## config.mk

```make
export PLATFORM = sky130hd
export DESIGN_NAME = ctrl_top
export DESIGN_NICKNAME = d
export VERILOG_FILES = /design/src/ctrl_pkg.sv /design/src/ctrl_forward.sv /design/src/ctrl_fsm.sv /design/src/ctrl_hazard.sv /design/src/ctrl_top.sv
export SDC_FILE = /design/constraint.sdc
export NUM_CORES = 1
export LEC_CHECK = 0
export ABC_AREA = 1
export BUFFER_PORTS_ARGS = -buffer_cell sky130_fd_sc_hd__buf_2
export CORE_ASPECT_RATIO = 1.2
export CORE_UTILIZATION = 34
export DETAILED_ROUTE_END_ITERATION = 8
export PLACE_DENSITY = 0.76
export SYNTH_ARGS = -nofsm -noshare
export SYNTH_HDL_FRONTEND = slang
export SYNTH_SLANG_ARGS = --single-unit
export TNS_END_PERCENT = 100
```

## constraint.sdc

```tcl
create_clock -name clk -period 1.2 [get_ports clk]
set_input_delay 0.24 -clock clk [delete_from_list [all_inputs] [get_ports clk]]
set_output_delay 0.24 -clock clk [all_outputs]
set_load 0.005 [all_outputs]
```

## src/ctrl_pkg.sv

```systemverilog
// core controller shared types, state encoding and default widths
package ctrl_pkg;

  // default register file address width (32 registers)
  localparam int unsigned REG_ADDR_W = 5;

  //////////////////////////////////////////////////////////////////////
  // encodings toward fetch and from the decoder
  //////////////////////////////////////////////////////////////////////

  // pc source selector toward the fetch stage
  typedef enum logic [2:0] {
    PC_BOOT      = 3'b000,
    PC_JUMP      = 3'b010,
    PC_BRANCH    = 3'b011,
    PC_EXCEPTION = 3'b100,
    PC_ERET      = 3'b101
  } pc_mux_e;

  // jump class of the instruction in decode
  typedef enum logic [1:0] {
    BRANCH_NONE = 2'b00,
    BRANCH_JAL  = 2'b01,
    BRANCH_JALR = 2'b10,
    BRANCH_COND = 2'b11
  } jump_kind_e;

  // operand source, regfile or one of the two bypass paths
  typedef enum logic [1:0] {
    SEL_REGFILE = 2'b00,
    SEL_FW_EX   = 2'b01,
    SEL_FW_WB   = 2'b10
  } fw_sel_e;

  // sequencing fsm states
  typedef enum logic [2:0] {
    RESET,
    BOOT_SET,
    SLEEP,
    FIRST_FETCH,
    DECODE,
    FLUSH_EX,
    FLUSH_WB
  } ctrl_state_e;

  //////////////////////////////////////////////////////////////////////
  // bundles between pipeline and controller
  //////////////////////////////////////////////////////////////////////

  // write enables of the ex, wb and alu bypass paths
  typedef struct packed {
    logic ex_we;
    logic wb_we;
    logic alu_we;
  } wr_port_t;

  // destination of path equals operand a, b or c
  typedef struct packed {
    logic ex_a;
    logic ex_b;
    logic ex_c;
    logic wb_a;
    logic wb_b;
    logic wb_c;
    logic alu_a;
    logic alu_b;
    logic alu_c;
  } reg_match_t;

  // operand mux selects toward the id stage
  typedef struct packed {
    fw_sel_e sel_a;
    fw_sel_e sel_b;
    fw_sel_e sel_c;
  } fw_sel_t;

endpackage

```

## src/ctrl_forward.sv

```systemverilog
// core controller operand forwarding select for the three register operands
`timescale 1ns/1ps

module ctrl_forward import ctrl_pkg::*;
(
  input  wr_port_t   wr_i,
  input  reg_match_t match_i,
  input  logic       data_misaligned_i,
  input  logic       mult_multicycle_i,

  output fw_sel_t    fw_sel_o
);

  // per operand choice, ex path beats wb path beats regfile
  function automatic fw_sel_e pick_src(input logic wb_hit, input logic ex_hit);
    fw_sel_e src;
    src = SEL_REGFILE;
    if (wb_hit)
      src = SEL_FW_WB;
    if (ex_hit)
      src = SEL_FW_EX;
    return src;
  endfunction

  //////////////////////////////////////////////////////////////////////
  // operand mux selects
  //////////////////////////////////////////////////////////////////////

  always_comb
  begin
    // normal bypass from the wb and alu paths
    fw_sel_o.sel_a = pick_src(wr_i.wb_we & match_i.wb_a, wr_i.alu_we & match_i.alu_a);
    fw_sel_o.sel_b = pick_src(wr_i.wb_we & match_i.wb_b, wr_i.alu_we & match_i.alu_b);
    fw_sel_o.sel_c = pick_src(wr_i.wb_we & match_i.wb_c, wr_i.alu_we & match_i.alu_c);

    if (data_misaligned_i)
    begin
      // second access of a split load/store
      // a takes the incremented address from ex, b the plain offset
      fw_sel_o.sel_a = SEL_FW_EX;
      fw_sel_o.sel_b = SEL_REGFILE;
    end
    else if (mult_multicycle_i)
    begin
      // multicycle multiply keeps its partial result on operand c
      fw_sel_o.sel_c = SEL_FW_EX;
    end
  end

endmodule

```

## src/ctrl_fsm.sv

```systemverilog
// core controller sequencing fsm for boot, decode redirects, exceptions, flush and sleep
`timescale 1ns/1ps

module ctrl_fsm import ctrl_pkg::*;
(
  input  logic       clk,
  input  logic       rst_n,

  // core start and decoder flags
  input  logic       fetch_enable_i,
  input  logic       eret_insn_i,
  input  logic       pipe_flush_i,
  input  logic       instr_valid_i,
  input  logic       branch_taken_ex_i,
  input  jump_kind_e jump_in_dec_i,

  // exception controller request
  input  logic       exc_req_i,

  // pipeline progress and stall from the hazard unit
  input  logic       id_ready_i,
  input  logic       ex_valid_i,
  input  logic       jr_stall_i,

  output logic       ctrl_busy_o,
  output logic       is_decoding_o,

  // fetch control
  output logic       instr_req_o,
  output logic       pc_set_o,
  output pc_mux_e    pc_mux_o,

  // exception strobes
  output logic       exc_ack_o,
  output logic       exc_save_if_o,
  output logic       exc_save_id_o,
  output logic       exc_restore_id_o,

  output logic       halt_if_o,
  output logic       halt_id_o
);

  ctrl_state_e state_q;
  ctrl_state_e state_d;

  // set once a jump or eret redirect went out, held until id accepts
  logic jump_done_q;
  logic jump_done_d;

  // unconditional jump sitting in decode
  logic is_jump;

  assign is_jump = (jump_in_dec_i == BRANCH_JAL) || (jump_in_dec_i == BRANCH_JALR);

  //////////////////////////////////////////////////////////////////////
  // next state and output decode
  //////////////////////////////////////////////////////////////////////

  always_comb
  begin
    // defaults, core running and fetching
    instr_req_o      = 1'b1;
    ctrl_busy_o      = 1'b1;
    is_decoding_o    = 1'b0;
    pc_set_o         = 1'b0;
    pc_mux_o         = PC_BOOT;
    exc_ack_o        = 1'b0;
    exc_save_if_o    = 1'b0;
    exc_save_id_o    = 1'b0;
    exc_restore_id_o = 1'b0;
    halt_if_o        = 1'b0;
    halt_id_o        = 1'b0;
    jump_done_d      = jump_done_q;
    state_d          = state_q;

    case (state_q)
      // idle until fetch enable arrives
      RESET:
      begin
        ctrl_busy_o = 1'b0;
        instr_req_o = 1'b0;
        if (fetch_enable_i)
          state_d = BOOT_SET;
      end

      // one cycle load of the boot address
      BOOT_SET:
      begin
        pc_mux_o = PC_BOOT;
        pc_set_o = 1'b1;
        state_d  = FIRST_FETCH;
      end

      // clock gated region, woken by enable or exception
      SLEEP:
      begin
        ctrl_busy_o = 1'b0;
        instr_req_o = 1'b0;
        halt_if_o   = 1'b1;
        halt_id_o   = 1'b1;
        if (fetch_enable_i || exc_req_i)
          state_d = FIRST_FETCH;
      end

      // wait for the first instruction to reach id
      FIRST_FETCH:
      begin
        if (id_ready_i)
          state_d = DECODE;

        // pending exception after wake-up, if stage pc is saved
        if (exc_req_i)
        begin
          pc_mux_o      = PC_EXCEPTION;
          pc_set_o      = 1'b1;
          exc_ack_o     = 1'b1;
          exc_save_if_o = 1'b1;
        end
      end

      DECODE:
      begin
        // id instruction only counts when no taken branch sits in ex
        if (instr_valid_i && !branch_taken_ex_i)
        begin
          is_decoding_o = 1'b1;

          if (is_jump)
          begin
            // target known in decode, redirect once jr hazard clears
            pc_mux_o = PC_JUMP;
            if (!jr_stall_i && !jump_done_q)
            begin
              pc_set_o    = 1'b1;
              jump_done_d = 1'b1;
            end
          end
          else if (exc_req_i)
          begin
            // take the exception and keep the id instruction out of ex
            pc_mux_o      = PC_EXCEPTION;
            pc_set_o      = 1'b1;
            exc_ack_o     = 1'b1;
            halt_id_o     = 1'b1;
            exc_save_id_o = 1'b1;
          end

          // eret wins the pc source over jump and exception
          if (eret_insn_i)
          begin
            pc_mux_o         = PC_ERET;
            exc_restore_id_o = 1'b1;
            if (!jump_done_q)
            begin
              pc_set_o    = 1'b1;
              jump_done_d = 1'b1;
            end
          end

          // wfi style flush, or eret back into sleep
          if (pipe_flush_i || (eret_insn_i && !fetch_enable_i))
          begin
            halt_if_o = 1'b1;
            halt_id_o = 1'b1;
            state_d   = FLUSH_EX;
          end
        end

        // taken branch in ex overrides everything decoded above
        if (branch_taken_ex_i)
        begin
          pc_mux_o      = PC_BRANCH;
          pc_set_o      = 1'b1;
          is_decoding_o = 1'b0;
        end
      end

      // drain ex, nop into ex
      FLUSH_EX:
      begin
        halt_if_o = 1'b1;
        halt_id_o = 1'b1;
        if (ex_valid_i)
          state_d = FLUSH_WB;
      end

      // drain wb, then resume or sleep
      FLUSH_WB:
      begin
        halt_if_o = 1'b1;
        halt_id_o = 1'b1;
        if (fetch_enable_i)
        begin
          state_d   = DECODE;
          halt_if_o = 1'b0;
        end
        else
        begin
          state_d = SLEEP;
        end
      end

      // unused encoding, fall back to reset
      default:
      begin
        instr_req_o = 1'b0;
        state_d     = RESET;
      end
    endcase
  end

  //////////////////////////////////////////////////////////////////////
  // state registers
  //////////////////////////////////////////////////////////////////////

  always_ff @(posedge clk or negedge rst_n)
  begin
    if (!rst_n)
    begin
      state_q     <= RESET;
      jump_done_q <= 1'b0;
    end
    else
    begin
      state_q     <= state_d;
      // id accepted the next instruction, allow a new redirect
      jump_done_q <= jump_done_d & ~id_ready_i;
    end
  end

endmodule

```

## src/ctrl_hazard.sv

```systemverilog
// core controller hazard unit for load-use and jump-register stalls and write-enable kill
`timescale 1ns/1ps

module ctrl_hazard import ctrl_pkg::*;
#(
  parameter int unsigned REG_ADDR_W = ctrl_pkg::REG_ADDR_W
)
(
  input  wr_port_t   wr_i,
  input  reg_match_t match_i,
  input  logic       data_req_ex_i,
  input  jump_kind_e jump_in_dec_i,
  input  logic       is_decoding_i,
  input  logic       illegal_insn_i,

  output logic       load_stall_o,
  output logic       jr_stall_o,
  output logic       deassert_we_o
);

  // rv32e up to a combined int and fp file
  if ((REG_ADDR_W < 4) || (REG_ADDR_W > 6))
  begin : g_bad_width
    $error("register address width out of range");
  end

  // ex holds a writer of any operand of the id instruction
  logic ex_hit;
  // some path still has to produce the jalr base register
  logic jr_base_busy;

  //////////////////////////////////////////////////////////////////////
  // stall detection
  //////////////////////////////////////////////////////////////////////

  assign ex_hit = wr_i.ex_we & (match_i.ex_a | match_i.ex_b | match_i.ex_c);

  // load data only arrives in wb, no bypass from ex possible
  assign load_stall_o = data_req_ex_i & ex_hit;

  assign jr_base_busy = (wr_i.wb_we  & match_i.wb_a) |
                        (wr_i.ex_we  & match_i.ex_a) |
                        (wr_i.alu_we & match_i.alu_a);

  // the jump target is computed in id, so any pending writer blocks it
  assign jr_stall_o = (jump_in_dec_i == BRANCH_JALR) & jr_base_busy;

  //////////////////////////////////////////////////////////////////////
  // write-enable suppression
  //////////////////////////////////////////////////////////////////////

  // no commit outside decode, on illegal opcodes or while stalled
  assign deassert_we_o = ~is_decoding_i | illegal_insn_i | load_stall_o | jr_stall_o;

endmodule

```

## src/ctrl_top.sv

```systemverilog
// core controller top level joining the sequencing fsm, hazard and forwarding units
`timescale 1ns/1ps

module ctrl_top import ctrl_pkg::*;
#(
  parameter int unsigned REG_ADDR_W = ctrl_pkg::REG_ADDR_W
)
(
  input  logic       clk,
  input  logic       rst_n,

  // start and decoder flags
  input  logic       fetch_enable_i,
  input  logic       eret_insn_i,
  input  logic       pipe_flush_i,
  input  logic       illegal_insn_i,
  input  logic       instr_valid_i,
  input  logic       branch_taken_ex_i,
  input  jump_kind_e jump_in_dec_i,

  // exception controller
  input  logic       exc_req_i,

  // pipeline progress
  input  logic       id_ready_i,
  input  logic       ex_valid_i,

  // lsu and multiplier state
  input  logic       data_req_ex_i,
  input  logic       data_misaligned_i,
  input  logic       mult_multicycle_i,

  // write ports and address compare results of the pipeline
  input  wr_port_t   wr_i,
  input  reg_match_t match_i,

  output logic       ctrl_busy_o,
  output logic       is_decoding_o,

  // fetch control
  output logic       instr_req_o,
  output logic       pc_set_o,
  output pc_mux_e    pc_mux_o,

  // exception strobes
  output logic       exc_ack_o,
  output logic       exc_save_if_o,
  output logic       exc_save_id_o,
  output logic       exc_restore_id_o,

  // pipeline stalls
  output logic       halt_if_o,
  output logic       halt_id_o,
  output logic       load_stall_o,
  output logic       jr_stall_o,
  output logic       deassert_we_o,

  // operand bypass selects
  output fw_sel_t    fw_sel_o
);

  //////////////////////////////////////////////////////////////////////
  // sequencing fsm, is_decoding out and jr_stall back in
  //////////////////////////////////////////////////////////////////////

  ctrl_fsm u_fsm (
    .clk               (clk),
    .rst_n             (rst_n),
    .fetch_enable_i    (fetch_enable_i),
    .eret_insn_i       (eret_insn_i),
    .pipe_flush_i      (pipe_flush_i),
    .instr_valid_i     (instr_valid_i),
    .branch_taken_ex_i (branch_taken_ex_i),
    .jump_in_dec_i     (jump_in_dec_i),
    .exc_req_i         (exc_req_i),
    .id_ready_i        (id_ready_i),
    .ex_valid_i        (ex_valid_i),
    .jr_stall_i        (jr_stall_o),
    .ctrl_busy_o       (ctrl_busy_o),
    .is_decoding_o     (is_decoding_o),
    .instr_req_o       (instr_req_o),
    .pc_set_o          (pc_set_o),
    .pc_mux_o          (pc_mux_o),
    .exc_ack_o         (exc_ack_o),
    .exc_save_if_o     (exc_save_if_o),
    .exc_save_id_o     (exc_save_id_o),
    .exc_restore_id_o  (exc_restore_id_o),
    .halt_if_o         (halt_if_o),
    .halt_id_o         (halt_id_o)
  );

  // stall detection, needs the decode qualifier from the fsm
  ctrl_hazard #(
    .REG_ADDR_W (REG_ADDR_W)
  ) u_hazard (
    .wr_i           (wr_i),
    .match_i        (match_i),
    .data_req_ex_i  (data_req_ex_i),
    .jump_in_dec_i  (jump_in_dec_i),
    .is_decoding_i  (is_decoding_o),
    .illegal_insn_i (illegal_insn_i),
    .load_stall_o   (load_stall_o),
    .jr_stall_o     (jr_stall_o),
    .deassert_we_o  (deassert_we_o)
  );

  // operand bypass selection
  ctrl_forward u_forward (
    .wr_i              (wr_i),
    .match_i           (match_i),
    .data_misaligned_i (data_misaligned_i),
    .mult_multicycle_i (mult_multicycle_i),
    .fw_sel_o          (fw_sel_o)
  );

endmodule

```

* Word level (Yosys, flattened, before mapping) *
Index checks and enable logic that the tools add are counted.

word-level totals
  flip-flop bits (word level) = 4
  bits in latches = 0
  bits in writable memories = 0
  memory bits (read-only) = 0
  input bits = 28
  output and inout bits = 22
  word-level logic and storage cells = 109
  memories kept = 0

operators by class
  add/sub/neg operators = 0
  multipliers = 0
  div/mod/pow operators = 0
  $lt $le $gt $ge = 0
  eq/ne operators = 14
  shift-type cells = 0
  muxes and demuxes = 57
  bitwise logic cells = 20
  reductions and logical operators = 16

operator list
  operator                                                                 count
  3-bit 2-to-1 mux                                                         12
  1-bit 2-to-1 mux                                                         30
  3-bit case mux with 7 select lines                                       1
  2-bit 2-to-1 mux                                                         8
  1-bit AND                                                                11
  3-bit equality test, second input constant                               3
  1-bit OR                                                                 7
  3-bit by 2-bit equality test with 1-bit output, second input constant    2
  2-bit by 1-bit inequality test with 1-bit output, second input constant  3
  2-bit inequality test, second input constant                             3
  1-bit case mux with 3 select lines                                       2
  3-bit case mux with 2 select lines                                       1
  6-bit AND reduction                                                      1
  5-bit OR reduction                                                       1
  1-bit logical NOT                                                        4
  4-bit 2-to-1 mux                                                         1
  1-bit case mux with 2 select lines                                       2
  2-bit OR reduction                                                       2
  3-bit by 1-bit equality test with 1-bit output, second input constant    1
  1-bit logical AND                                                        3
  3-bit logical NOT                                                        1
  1-bit logical OR                                                         3
  3-bit OR reduction                                                       1
  2-bit by 1-bit equality test with 1-bit output, second input constant    1
  other kinds (2)                                                          3

* Logic depth before layout (Yosys ltp) *
  depth in word-level cells = 13
  depth in mapped cells = 9
  gate-level depth less buffers = 9

* Cells and area by module *
From an unflattened synthesis, not the netlist that was laid out.

second synthesis, totals
  cell total of the unflattened synthesis = 128
  area, all modules = 710.7 µm²

modules (own cells, without submodules)
  module        times used  cells each  area an instance (µm²)  seq. area each (µm²)
  ctrl_fsm      1           95          569.3                   100.1
  ctrl_hazard   1           18          77.6                    0.0
  ctrl_forward  1           15          63.8                    0.0

* Least setup slack after synthesis *
No wires, ideal clock.

  kind = register to output
  from = register u_fsm.state_q[1]
  to = output pc_mux_o[2]
  arrival = 1.104 ns
  data required time = 0.960 ns
  path slack = -0.144 ns
  cell stages (with the launch flop) = 10
  buffers on the path = 1
  path through = dfrtp_1 -> buf_4 -> nor2_4 -> nand2_4 -> inv_4 -> nand2_4 -> nor2_4 -> inv_2 -> nand2_2 -> or2_1

between the ends
  longest elaborated chain between the ends = 2
  elaborated cells on any way between the ends = 3
  classes of those cells = eq/ne: 2; mux: 1

RTL lines
  element                                                                                RTL line         RTL
  start: declaration                                                                     ctrl_fsm.sv:43   ctrl_state_e state_q;
  start signal: assignment                                                               ctrl_fsm.sv:225  state_q <= state_d;
  3-bit equality test or 3-bit by 2-bit equality test with 1-bit output (tied branches)  ctrl_fsm.sv:76   case (state_q)
  3-bit case mux with 2 select lines (*)                                                 ctrl_fsm.sv:76
  end: declaration                                                                       ctrl_top.sv:43   output pc_mux_e pc_mux_o,

Mark *: on every way between the ends. The rest lies on a longest branch, timed or not.

* Final worst setup path *
  from = register u_fsm.state_q[0]
  to = output pc_set_o

between the ends
  longest elaborated chain between the ends = 2
  elaborated cells on any way between the ends = 4
  classes of those cells = eq/ne: 3; mux: 1

RTL lines
  element                                            RTL line        RTL
  3-bit equality test, or another cell as far along  ctrl_fsm.sv:76
  1-bit case mux with 3 select lines (*)             ctrl_fsm.sv:76
  end: declaration                                   ctrl_top.sv:42  output logic pc_set_o,

Marks and branches as above.

==> impl_metrics.py <==
metrics = {
    "outcome": {
        "outcome": "finished, violations left",
        "violations": "setup timing",
    },
    "global_routing": {
        "grt_use_total": 0.257,
        "antenna_found_initial": 0,
        "gr-total-overflow": 0,
        "grt_pass1_vias": 974,
        "grt_pass1_wl_um": 3660,
        "grt_max_degree": 9,
    },
    "cts": {
        "cts_buffer_depth": 2,
        "clk_latency_ps": 240,
        "cts_inserted_buffers": 3,
        "cts_root_buf": "clkbuf_4",
        "cts_tree": "built",
        "htreeDepth": 1,
        "clk_pin_slew_worst_paths_ps": 40,
        "clkSinkCount": 4,
    },
    "detailed_routing": {
        "drt_iter0_drc": 23,
        "via_count": 991,
        "routedWlPerCell_um": 11.2,
        "viasPerCell": 4.83,
        "wirelength_um": 2290,
        "dr.pass1.iters": 4,
        "ant_nets": 0,
        "drc_errors": 0,
    },
    "floorplanning": {
        "initial_utilization": 0.373,
        "ios": 50,
        "die_w_um": 41,
        "die-area_um2": 2000,
        "rows": 16,
        "die_height_um": 48.8,
        "coreArea_um2": 1660,
    },
    "layout": {
        "drive_above_1_share": 0.604,
        "post-route-cell-area_um2": 1240,
        "area_growth_pct": 99.4,
        "fin_cells": 205,
        "fillCellCount": 148,
        "layout.nets": 218,
        "diodes": 0,
    },
    "power_and_ir_drop": {
        "ir_worst_vdd_uv": 1400,
        "p_leak_uw": 0.000781,
        "power_density_nw_per_um2": 1750,
    },
    "synth": {
        "syn_area_um2": 621,
        "ys_warn_count": 0,
        "synth-seq-area-share": 0.161,
        "syn_nets": 135,
        "avgSynthCellArea_um2": 5.85,
        "ys_ff_latch": 4,
        "syn-instance-count": 106,
        "ys_types": 27,
    },
    "sta": {
        "tightest_slew_ps": 220,
        "timing.final.crit_share": 1.39,
        "layout_setup_ws_ps": -467,
        "rsz0062_at_grt": "true",
        "finalSetupViolCount": 17,
        "finalHoldViolations": 0,
        "drv_slew": 0,
        "skew_ps": 3.44,
        "slew_headroom": 0.852,
        "fmax_mhz": 600,
        "period_needed_ps": 1670,
    },
    "placed_design": {
        "io_buffers": 49,
        "routabilityCongestion": 0.819,
        "hpwlAfterDp_um": 1710,
        "dpl.cell_count": 194,
        "place_area_um2": 1040,
    },
    "critical_path": {
        "startpoint_type": "flop",
        "cp.arrival_ps": 1430,
        "path_max_fanout": 5,
        "endpoint_kind": "output port",
        "path_class": "reg -> out",
        "required_ps": 960,
    },
    "run": {
        "cap_violations": 0,
    },
    "hold_path": {
        "hold_path_class": "in -> reg",
    },
}
kinds of logic (layout without fill, tap and decap cells):
kind of cell / count (synthesis) / count (layout) / share of synthesized area
adder cells (fa/ha/maj): 1 / 1 / 0.0202
flip-flops: 4 / 4 / 0.161
AO/OA/AOI/OAI: 15 / 15 / 0.153
AND/OR/NAND/NOR: 62 / 62 / 0.494
buffers and inverters: 24 / 105 / 0.171
cells in the final DEF (no fill, tap or decap):
cell | netlist | final
or2_1 | 1 | 1
o21ai_2 | 1 | 2
inv_1 | 15 | 15
dfrtp_1 | 4 | 4
nand3_4 | 0 | 1
a21oi_1 | 3 | 1
nand2_4 | 2 | 5
o21a_1 | 1 | 1
nor2_2 | 1 | 3
a21oi_2 | 1 | 3
nor2_1 | 13 | 11
ha_1 | 1 | 1
nor2_4 | 3 | 3
o221ai_2 | 0 | 1
o22ai_2 | 0 | 1
inv_4 | 2 | 4
o21ai_0 | 4 | 3
buf_2 | 0 | 47
dlygate4sd3_1 | 0 | 1
nand2_2 | 4 | 3
o21ai_1 | 1 | 1
nand4_1 | 2 | 2
nand3_1 | 7 | 5
a22o_1 | 1 | 1
inv_2 | 5 | 3
nand3_2 | 1 | 2
buf_6 | 1 | 9
clkbuf_4 | 0 | 3
nor3_1 | 1 | 1
nand2_1 | 27 | 25
buf_4 | 1 | 23
o22ai_1 | 2 | 1
per-stage QoR:
stage                     hold slack [ps]  utilization  setup TNS, ps  total power, uW  setup WS (ps)
after global placement               42.7        0.627          -1970             1550           -277
final                                 167        0.745          -5690             2160           -467
after detailed placement             46.7        0.627          -2190             1580           -289
after global routing                  163        0.745          -7130             2360           -532
after CTS                             154        0.708          -5390             2010           -437
after floorplan                     -55.6            -           -200             1020           -128
registers in the layout (all words and copies together) (netlist names):
| signal | cells |
|---|---|
| u_fsm.jump_done_q | 1 |
| u_fsm.state_q | 3 |
path summary, 6_finish.rpt:
kind | startpoint | endpoint | slack, ps | cells after the start
max in group asynchronous | rst_n | u_fsm.state_q[2] | 740 | 2
max | u_fsm.state_q[0] | pc_set_o | -470 | 7
min | id_ready_i | u_fsm.jump_done_q | 170 | 2
min reg2reg | u_fsm.jump_done_q | u_fsm.jump_done_q | 520 | 2
min in group asynchronous | rst_n | u_fsm.state_q[0] | 340 | 2
max reg2reg | u_fsm.state_q[1] | u_fsm.state_q[2] | -170 | 8
layer usage:
layer  global-route usage  share of wire  vias up
met4               0.0722         0.0074        0
met1                0.245           0.35      447
li1                     -              -      495
met5                    0              0        -
met3               0.0457          0.081        2
met2                0.495           0.56       47
synth_stat cells:
cell type	instances	area [um^2]
nand3_2	1	10.0
buf_4	1	7.51
a22o_1	1	8.76
nand2_2	4	25.0
inv_2	5	18.8
o21ai_2	1	8.76
ha_1	1	12.5
o22ai_1	2	12.5
nor2_1	13	48.8
nand3_1	7	35.0
nor2_4	3	33.8
a21oi_2	1	8.76
nand2_1	27	101
inv_1	15	56.3
inv_4	2	12.5
o221ai_1	1	8.76
a21oi_1	3	15.0
buf_6	1	11.3
nor2_2	1	6.26
o21ai_1	1	5.00
nand4_1	2	12.5
nor3_1	1	5.00
o21ai_0	4	20.0
or2_1	1	6.26
o21a_1	1	7.51
nand2_4	2	22.5
dfrtp_1	4	100
worst max-delay path, cell delays in order, from the launching register on:
cell,delay (ps)
dfrtp_1,400
nor2_4,160
nand2_4,70
buf_6,130
o221ai_2,160
inv_1,70
nand2_1,80
buf_2,110
power by group:
part           leakage, uW  total (uW)  internal [uW]  switching, uW
registers        0.0000505         253            192           61.1
clock network    0.0000138         168            112           56.0
logic             0.000717        1740            876            868
total             0.000781        2160           1180            985
cell type report:
class                   count  area [um^2]  share of cell area
repair buffers             80          519               0.420
flip-flops and latches      4          100              0.0809
well taps                  18         22.5              0.0182
inverters                  22         92.6              0.0748
clock buffers               3         22.5              0.0182
multi-input cells          78          480               0.388
timing repair:
item                                    CTS  global route
setup buffers                             6             2
gates resized for setup                  15            12
pin swaps                                 6             3
hold buffers                              1             0
hold endpoints to repair                  4             0
endpoints found under the setup margin   17            18
No activity file was read; power rests on OpenSTA's default activity.
